--- config.mk ---
export PLATFORM = sky130hd
export DESIGN_NAME = busArbiter
export DESIGN_NICKNAME = d
export VERILOG_FILES = /design/src/hdl/memSys_defines.svh /design/src/hdl/memSysPkg.sv /design/src/hdl/busArbiter.sv
export SDC_FILE = /design/constraint.sdc
export NUM_CORES = 1
export LEC_CHECK = 0
export ABC_AREA = 1
export BUFFER_PORTS_ARGS = -buffer_cell sky130_fd_sc_hd__buf_4
export CAP_MARGIN = 20
export CORE_AREA = 2 2 84 86
export DETAILED_ROUTE_END_ITERATION = 6
export DIE_AREA = 0 0 86 88
export SKIP_CTS_REPAIR_TIMING = 1
export SLEW_MARGIN = 30
export SYNTH_ARGS = -nofsm -noshare
export SYNTH_HDL_FRONTEND = slang
export SYNTH_SLANG_ARGS = --single-unit
--- constraint.sdc ---
create_clock -name clk -period 2.23 [get_ports clk]
set_clock_uncertainty 0.05 [all_clocks]
set_input_delay 0.5575 -clock clk [delete_from_list [all_inputs] [get_ports clk]]
set_output_delay 0.5575 -clock clk [all_outputs]
set_load 0.02 [all_outputs]
--- src/hdl/memSys_defines.svh ---
// Cache line geometry, cache line counts, memory depth and memory wait states
`ifndef MEMSYS_DEFINES_SVH
`define MEMSYS_DEFINES_SVH

`default_nettype none

// Words per cache line
`define LINE_WORDS 4

// Lines in each cache
`define I_LINES 64
`define D_LINES 64

// Memory depth in 32-bit words (16 KiB)
`define MEM_WORDS 4096

// Wait cycles before the memory completes a transfer
`define MEM_WAIT 2

`default_nettype wire

`endif
--- src/hdl/memSysPkg.sv ---
// Width typedefs, data and bus request structs, cache controller state enum
`default_nettype none

package memSysPkg;

  // Byte address, bits 1:0 ignored since every access is word aligned
  typedef logic [31:0] addrT;
  typedef logic [31:0] wordT;

  // Bit n enables byte lane n
  typedef logic [3:0] byteMaskT;

  // Request from the core data port
  typedef struct packed {
    addrT     addr;
    logic     write;
    wordT     wdata;
    byteMaskT byteMask;
  } dataReqT;

  // One transfer on the shared bus
  typedef struct packed {
    addrT     addr;
    logic     write;
    wordT     wdata;
    byteMaskT byteMask;
  } busReqT;

  // Cache controller states, shared by both caches
  typedef enum logic [2:0] {
    idle,
    fill,
    single,
    writeThru,
    done
  } fillStateE;

endpackage

`default_nettype wire

--- src/hdl/busArbiter.sv ---
// Shared bus arbiter with data-side priority and per-transfer grant lock
`timescale 1ns/1ns
`default_nettype none

module busArbiter (
  input  logic              clk,
  input  logic              arstN,
  input  logic              iValid,
  input  memSysPkg::busReqT iReq,
  output logic              iReady,
  input  logic              dValid,
  input  memSysPkg::busReqT dReq,
  output logic              dReady,
  output logic              memValid,
  output memSysPkg::busReqT memReq,
  input  logic              memReady
);

  typedef enum logic [1:0] {
    grantNone,
    grantI,
    grantD
  } grantE;

  grantE grantQ;
  grantE sel;

  // Locked owner if a transfer is running, else pick a new one this cycle
  always_comb
  begin
    sel = grantQ;
    if (grantQ == grantNone)
    begin
      if (dValid)
        sel = grantD;
      else if (iValid)
        sel = grantI;
    end
  end

  assign memValid = (sel != grantNone);
  assign memReq   = (sel == grantI) ? iReq : dReq;
  assign iReady   = memReady && (sel == grantI);
  assign dReady   = memReady && (sel == grantD);

  // Grant is held from the first cycle of a transfer until memReady
  always_ff @(posedge clk or negedge arstN)
  begin
    if (!arstN)
    begin
      grantQ <= grantNone;
    end
    else if (memReady)
    begin
      grantQ <= grantNone;
    end
    else
    begin
      grantQ <= sel;
    end
  end

endmodule

`default_nettype wire

==> flow_summary.yaml, run 1 <==
synth:
  avgSynthCellArea_sq_um: 4.42
  ys_seq_elements: 2
  synth.most_common_cell: "nand2_1"
  syn-cell-area_sq_um: 1080
  synth.yosys.seq_area_share_pct: 4.64
  ys_types: 12
  synth.top_cell.area_share_pct: 48.4
  synth_nets: 387
  synth_edf_count: 0
  synth_area_leaders: "nand2_1 48%, nand3_1 32%, buf_2 7.4%"
  synthCells: 244
  synth_commonest_cells: "139 x nand2_1, 69 x nand3_1, 16 x buf_2"
  yosysTopAreaCell: "nand2_1"
  yosysWarnings: 0
  synthFlopType: "dfrtp_1"
  synthArstFlopShare_pct: 100
grt:
  first_global_vias: 2111
  antenna_found_initial: 0
  grt_max_degree: 56
  grt_overflow: 0
  grt_pass1_wl_um: 9580
  track_usage_pct: 15.5
sta:
  fin_crit_sh_pct: 94.8
  setup_viol: 0
  fin_crit_ns: 2.11
  rsz0062_at_grt: "no"
  final.setup.tns_ns: 0
  finalHoldViolCount: 0
  tightest_slew_ns: 0.277
  finalMaxSlewViolations: 0
  fmax_mhz: 473
  maxSlewHeadroom_pct: 81.5
layout:
  seq_area_sq_um: 50.0
  multiInputGateArea_sq_um: 911
  post-route-util_pct: 42.8
  fin_nets: 593
  synthToLayoutAreaGrowth_pct: 163
  largest-register: "grantQ"
  drive_gt1_share_pct: 51.1
  antennaDiodeCount: 0
  largest_register_ffs: 2
  reg.largest.list: "grantQ: 2 flops"
  fillers: 736
clocking:
  clkLatencyLatePin_ns: 0.21
  clock_path_buffers: 2
  cts_max_level: 1
  cts_sinks: 2
  cts.clk_slew.worst_paths_ns: 0.03
  tritoncts: "done"
  cts_made_buffers: 3
  cts-root-buf: "clkbuf_8"
die:
  pin_count: 215
  fp.dieW_um: 86
  dieHeight_um: 88
  row_count: 30
  design.core.area_sq_um: 6640
  start_util_pct: 16.2
  die_area_sq_um: 7570
critical_path:
  ff2ff_path_depth: 6
  cp_max_fo: 31
  crit_arrival_ns: 1.51
  critical_path_class: "primary input to output port"
  startpoint_type: "primary input"
  worst_setup_path_end_kind: "output port"
  crit_required_ns: 1.62
detailed_routing:
  dr_total_vias: 2316
  top_layer_used: "met4"
  drtAntennaViolNets: 0
  drt_iter0_markers: 59
  route.met3.wl_um: 744
  wl_met2_um: 3360
  wl_met1_um: 2180
  detail_route.wl_per_cell_um: 12.1
  drt_pass1_iterations: 4
  route.detailed.drc: 0
  routed_wl_um: 6400
  vias_per_cell: 4.39
job:
  drv_cap: 0
power_and_ir_drop:
  p_leak_nw: 1.77
  vdd_drop_max_mv: 0.219
  power.net_switching_mw: 0.525
  internal_power_mw: 0.605
  power_density_nw_per_um2: 398
  seqPwrFrac_pct: 3.6
  pwr-share-clk_pct: 12.6
  pwr-share-comb_pct: 83.8
  swShare_pct: 46.4
outcome:
  status: "finished, final reports clean"
placed_design:
  port_buffers: 214
  dp.final_hpwl_um: 5260
  place_congestion: 0.798
worst_hold_path:
  hp-class: "primary input to asynchronous set/reset pin"
## power groups by stage
stage | combinational, mW | sequential [mW] | clock (mW)
2_1_floorplan | 0.449 | 0.0407 | 0
3_3_place_gp | 0.947 | 0.0408 | 0
3_5_place_dp | 0.954 | 0.0408 | 0
4_1_cts | 0.956 | 0.0404 | 0.147
5_1_grt | 1.02 | 0.0407 | 0.155
6_report | 0.947 | 0.0405 | 0.143
## routing by layer
| metal | global-route usage, % | vias up |
|---|---|---|
| met1 | 16.1 | 989 |
| met2 | 29.6 | 128 |
| met4 | 5.34 | 0 |
| met5 | 0 | - |
| met3 | 4.62 | 12 |
| li1 | - | 1187 |
## cells in the final DEF, fill, tap and decap left out, drive strengths merged
master and n:
dfrtp 2, nor2 3, a21oi 1, nand2 141, nor3 1, buf 222
nand3 70, clkbuf 3, inv 5
## per-stage QoR
| step | hold WS, ns | area [sq um] | worst slack (ns) | cells | power (mW) |
|---|---|---|---|---|---|
| 3_3_place_gp | 0.292 | 2800 | 0.104 | 525 | 0.988 |
| 5_1_grt | 0.0660 | 2840 | 0.00440 | 528 | 1.22 |
| 4_1_cts | 0.0719 | 2840 | 0.0685 | 528 | 1.14 |
| 3_5_place_dp | 0.295 | 2800 | 0.103 | 525 | 0.995 |
| 2_1_floorplan | 0.212 | 1080 | 0.249 | 244 | 0.489 |
| 6_report | 0.0744 | 2840 | 0.116 | 528 | 1.13 |
## final timing paths
path,slack [ns],to,start
hold reg to reg,0.49,grantQ[1],grantQ[1]
hold / removal,0.07,grantQ[0],arstN
setup / recovery,0.12,memReq[30],dValid
setup reg to reg,1.03,grantQ[0],grantQ[1]
min in group clk,0.47,grantQ[1],memReady
max in group asynchronous,1.97,grantQ[1],arstN
## critical path: stages
cell and delay, ns:
buf_4 0.11, inv_1 0.05, nand3_2 0.07, nand2_2 0.11, nand2_2 0.13, buf_12 0.19
nand2_1 0.07, nand2_1 0.05, buf_4 0.15
## cells by family (layout without fill, tap and decap cells)
kind of cell	count (synthesis)	after routing	share of synthesized area, %
AND/OR/NAND/NOR	215	215	84.0
flip-flops	2	2	4.64
AO/OA/AOI/OAI	1	1	0.464
buffers and inverters	26	230	10.9
## final cells by class
type	count	share of cell area, %
flip-flops and latches	2	1.76
multi-input cells	216	32.1
clock buffers	3	1.45
inverters	5	0.661
repair buffers	222	60.5
well taps	80	3.52
No activity file was read; power rests on OpenSTA's default activity.
==> inputs of run 2 (changes only) <==
--- a/config.mk
+++ b/config.mk
@@ -7,10 +7,11 @@
 export LEC_CHECK = 0
 export ABC_AREA = 1
 export BUFFER_PORTS_ARGS = -buffer_cell sky130_fd_sc_hd__buf_4
-export CAP_MARGIN = 20
-export CORE_AREA = 2 2 84 86
+export CAP_MARGIN = 10
+export CORE_AREA = 2 2 82 84
+export CTS_BUF_LIST = sky130_fd_sc_hd__clkbuf_8
 export DETAILED_ROUTE_END_ITERATION = 6
-export DIE_AREA = 0 0 86 88
+export DIE_AREA = 0 0 84 86
 export SKIP_CTS_REPAIR_TIMING = 1
 export SLEW_MARGIN = 30
 export SYNTH_ARGS = -nofsm -noshare
==> run 2 against run 1 <==
Against the previous run:
- critical endpoint is now memReq[52]
- highest routed layer unchanged
- non-clock buffer count is 1 higher
- core utilization increased by 2.3 points
- critical path depth is the same
==> flow_summary.yaml, run 2 (synthesis gave the netlist of run 1 again) <==
layout:
  multiInputGateArea_sq_um: 916
  seq_area_sq_um: 50.0
  largest_register_ffs: 2
  fin_area_sq_um: 2830
  post-route-util_pct: 45.1
  antennaDiodeCount: 0
  fillers: 671
  drive_gt1_share_pct: 51.2
  fin_nets: 594
  final_cell_mix: "219 x buf_4, 139 x nand2_1, 69 x nand3_1"
  mostFrequentLayoutCell: "buf_4"
  synthToLayoutAreaGrowth_pct: 162
  reg.largest.list: "grantQ: 2 flops"
  largest-register: "grantQ"
job:
  drv_cap: 0
placed_design:
  placed_cell_area_sq_um: 2780
  place_congestion: 0.855
  dpl_worst_slack_ns: 0.0994
  port_buffers: 214
  dp.final_hpwl_um: 5340
clocking:
  cts_made_buffers: 3
  clock_path_buffers: 2
  cts_sinks: 2
  cts.clk_slew.worst_paths_ns: 0.03
  tritoncts: "done"
  clkLatencyLatePin_ns: 0.21
  cts-root-buf: "clkbuf_8"
  cts_max_level: 1
sta:
  fin_crit_ns: 2.10
  finalHoldViolCount: 0
  setup_viol: 0
  final.setup.tns_ns: 0
  postLayoutSetupSlackWorst_ns: 0.130
  fmax_mhz: 476
  maxSlewHeadroom_pct: 78.4
  tightest_slew_ns: 0.323
  rsz0062_at_grt: "no"
  fin_crit_sh_pct: 94.2
  finalMaxSlewViolations: 0
grt:
  grt_overflow: 0
  first_global_vias: 2182
  grt_pass1_wl_um: 10100
  antenna_found_initial: 0
  track_usage_pct: 16.6
  grt_max_degree: 39
detailed_routing:
  detail_route.wl_per_cell_um: 12.5
  vias_per_cell: 4.42
  dr_total_vias: 2327
  drt_iter0_markers: 64
  drtAntennaViolNets: 0
  routed_wl_um: 6550
  drt_pass1_iterations: 4
  route.detailed.drc: 0
critical_path:
  crit_arrival_ns: 1.49
  critPathSlowestCell: "buf_12"
  startpoint_type: "primary input"
  worst_path_largest_cell_delay_ns: 0.18
  cp_max_fo: 38
  worst_setup_path_end_kind: "output port"
  critical_path_class: "primary input to output port"
  cp_cell_sequence: "buf_4 -> inv_1 -> nand3_2 -> nand2_4 -> nand2_2 -> buf_12 -> nand2_1 -> nand2_1 -> buf_4"
  crit_required_ns: 1.62
worst_hold_path:
  hp-class: "primary input to asynchronous set/reset pin"
die:
  start_util_pct: 17.2
  dieHeight_um: 86
  design.core.area_sq_um: 6280
  die_area_sq_um: 7220
  row_count: 29
  pin_count: 215
  fp.dieW_um: 84
outcome:
  status: "finished, final reports clean"
power_and_ir_drop:
  vdd_drop_max_mv: 0.179
  power_density_nw_per_um2: 398
  p_leak_nw: 1.77
## run 2: cell count changes in the layout (fill, tap and decap cells not counted), sizes merged
cell	previous run	this run
buf	222	223
## run 2: final timing paths
path                                 from         end  slack (ns)  cells past startpoint
worst max-delay path               dValid  memReq[52]        0.13                      9
max in group asynchronous           arstN   grantQ[1]        1.97                      1
worst max register to register  grantQ[1]   grantQ[0]        1.09                      6
worst min register to register  grantQ[1]   grantQ[1]        0.50                      2
min in group clk                 memReady   grantQ[1]        0.47                      2
worst min-delay path                arstN   grantQ[0]        0.08                      1
## run 2: power breakdown
group / total [mW] / internal (mW) / switching [mW]
combinational: 0.946 / 0.447 / 0.499
sequential: 0.0405 / 0.0393 / 0.00120
clock: 0.140 / 0.114 / 0.0260
## run 2: routing by layer
metal  up-vias  track usage [%]  part of all wire [%]
met3        12             5.77                    11
met4         0             4.40                   2.0
met5         -                0                     0
met2       125             30.1                    52
li1       1189                -                     -
met1      1001             18.6                    35
## run 2: critical path: cells and delay by family
family	cells	cell delay (ns)
and+or+nand+nor	5	0.42
buffers and inverters	4	0.49
## run 2: metrics by stage
step	total power, mW	std cells	hold slack (ns)
2_1_floorplan	0.489	244	0.212
3_3_place_gp	0.983	523	0.290
3_5_place_dp	0.987	523	0.292
4_1_cts	1.13	526	0.0706
5_1_grt	1.21	526	0.0722
6_report	1.13	526	0.0752
## run 2: layout make-up
cell class              count  area share (%)
repair buffers            223            60.3
multi-input cells         216            32.4
well taps                  77            3.41
flip-flops and latches      2            1.77
clock buffers               3            1.46
inverters                   5           0.663
==> inputs of run 3 (changes only) <==
--- a/config.mk
+++ b/config.mk
@@ -12,6 +12,7 @@
 export CTS_BUF_LIST = sky130_fd_sc_hd__clkbuf_8
 export DETAILED_ROUTE_END_ITERATION = 6
 export DIE_AREA = 0 0 84 86
+export SETUP_SLACK_MARGIN = 0.2
 export SKIP_CTS_REPAIR_TIMING = 1
 export SLEW_MARGIN = 30
 export SYNTH_ARGS = -nofsm -noshare
==> run 3 against run 2 <==
Against the previous run:
- maximum frequency up 0.29%
- non-clock buffer count up 11
- core utilization up 12 points
- combinational power is 33% higher
- final cell count grew 2.3%
- via count is 6.8% higher
- sequential power increased by 1%
- die area did not move
- clock power about the same
- count of clock-buffer cells in the layout did not move
- worst hold slack is essentially flat
- setup slack gained 0.0061 ns
- critical path type is now register to output port
- largest power group unchanged
==> flow_summary.yaml, run 3 (synthesis gave the netlist of run 1 again) <==
sta:
  rsz0062_at_grt: "yes"
  fin_crit_ns: 2.09
  postLayoutSetupSlackWorst_ns: 0.136
  finalHoldViolCount: 0
  fmax_mhz: 478
  final.setup.tns_ns: 0
  fin_crit_sh_pct: 93.9
  maxSlewHeadroom_pct: 78.7
  setup_viol: 0
  finalMaxSlewViolations: 0
  tightest_slew_ns: 0.319
detailed_routing:
  vias_per_cell: 4.62
  route.detailed.drc: 0
  drtAntennaViolNets: 0
  dr_total_vias: 2485
  routed_wl_um: 7990
  drt_iter0_markers: 49
  detail_route.wl_per_cell_um: 14.9
  drt_pass1_iterations: 4
critical_path:
  r2r_setup_slack_ns: 1.08
  timing.rr.end: "grantQ[0]"
  cp_max_fo: 8
  critical_path_class: "register to output port"
  ff2ff_path_depth: 6
  startpoint_type: "register"
  worst_setup_path_end_kind: "output port"
  crit_required_ns: 1.62
  crit_arrival_ns: 1.49
  r2r-start: "grantQ[1]"
layout:
  largest-register: "grantQ"
  final_cell_mix: "173 x buf_4, 69 x nand3_1, 61 x nand2_1"
  multiInputGateArea_sq_um: 1290
  mostFrequentLayoutCell: "buf_4"
  reg.largest.list: "grantQ: 2 flops"
  fin_nets: 606
  seq_area_sq_um: 50.0
  largest_register_ffs: 2
  drive_gt1_share_pct: 70.1
  fillers: 598
  synthToLayoutAreaGrowth_pct: 234
  antennaDiodeCount: 0
  stdcell_count: 538
grt:
  grt_max_degree: 39
  antenna_found_initial: 0
  grt_overflow: 0
  track_usage_pct: 16.6
  grt_pass1_wl_um: 10100
  first_global_vias: 2182
job:
  drv_cap: 0
power_and_ir_drop:
  total_power_mw: 1.44
  vdd_drop_max_mv: 0.209
  p_leak_nw: 2.01
  power_density_nw_per_um2: 399
clocking:
  cts_max_level: 1
  cts_sinks: 2
  clock_path_buffers: 2
  clkLatencyLatePin_ns: 0.21
  cts-root-buf: "clkbuf_8"
  cts.clk_slew.worst_paths_ns: 0.03
  cts_made_buffers: 3
  tritoncts: "done"
placed_design:
  place_congestion: 0.855
  dpl_worst_slack_ns: 0.0994
  place_inst: 523
  dp.final_hpwl_um: 5340
  port_buffers: 214
outcome:
  status: "finished, final reports clean"
die:
  fp.dieW_um: 84
  start_util_pct: 17.2
  pin_count: 215
  dieHeight_um: 86
  die_area_sq_um: 7220
  design.core.area_sq_um: 6280
  row_count: 29
worst_hold_path:
  hp-class: "primary input to asynchronous set/reset pin"
==> run 3: cell types whose count changed in the layout (fill, tap and decap cells not counted), moves of 3 or more <==
cell | before | now
buf_4 | 219 | 173
buf_6 | 2 | 49
buf_8 | 0 | 3
clkbuf_16 | 0 | 6
nand2_1 | 139 | 61
nand2_2 | 1 | 55
nand2_4 | 1 | 23
nand2_8 | 0 | 3
==> run 3: how the worst max path moves through the flow <==
stage,start,endpoint,slack (ns),cells past startpoint
after floorplan,dValid,dReady,0.25,5
after global placement,dValid,memReq[54],0.11,8
after detailed placement,dValid,memReq[54],0.1,8
after CTS,dValid,memReq[54],0.1,8
after global routing,grantQ[1],memReq[11],0.07,8
final,grantQ[1],memReq[46],0.14,8
==> run 3: cell type report <==
| type | instances | share of cell area, % |
|---|---|---|
| clock buffers | 3 | 1.15 |
| well taps | 77 | 2.67 |
| repair buffers | 234 | 58.4 |
| inverters | 5 | 0.659 |
| flip-flops and latches | 2 | 1.39 |
| multi-input cells | 217 | 35.7 |
==> run 3: layer usage <==
metal / GRT usage [%] / vias to the layer above / wire length, um
li1: - / 1222 / -
met1: 18.6 / 1128 / 2820
met2: 30.1 / 127 / 4340
met3: 5.77 / 8 / 741
met4: 4.40 / 0 / 90
met5: 0 / - / 0
==> run 3: through the flow <==
stage / instance area (sq um) / hold WS (ns) / util [%]
final: 3610 / 0.0747 / 57.4
after global routing: 3610 / 0.0721 / 57.4
after CTS: 2820 / 0.0706 / 44.9
after detailed placement: 2780 / 0.292 / 44.2
after global placement: 2780 / 0.290 / 44.2
after floorplan: 1080 / 0.212 / -
==> run 3: critical path, stage by stage (launching register included) <==
cell and delay (ns):
dfrtp_1 0.39, inv_4 0.09, nand3_4 0.09, nand2_8 0.14
nand2_8 0.11, clkbuf_16 0.20, nand2_2 0.07, nand2_2 0.06
buf_6 0.13
==> run 3: power by group <==
| part | switching [mW] | internal (mW) |
|---|---|---|
| sequential | 0.00185 | 0.0393 |
| combinational | 0.629 | 0.627 |
| clock | 0.0269 | 0.114 |
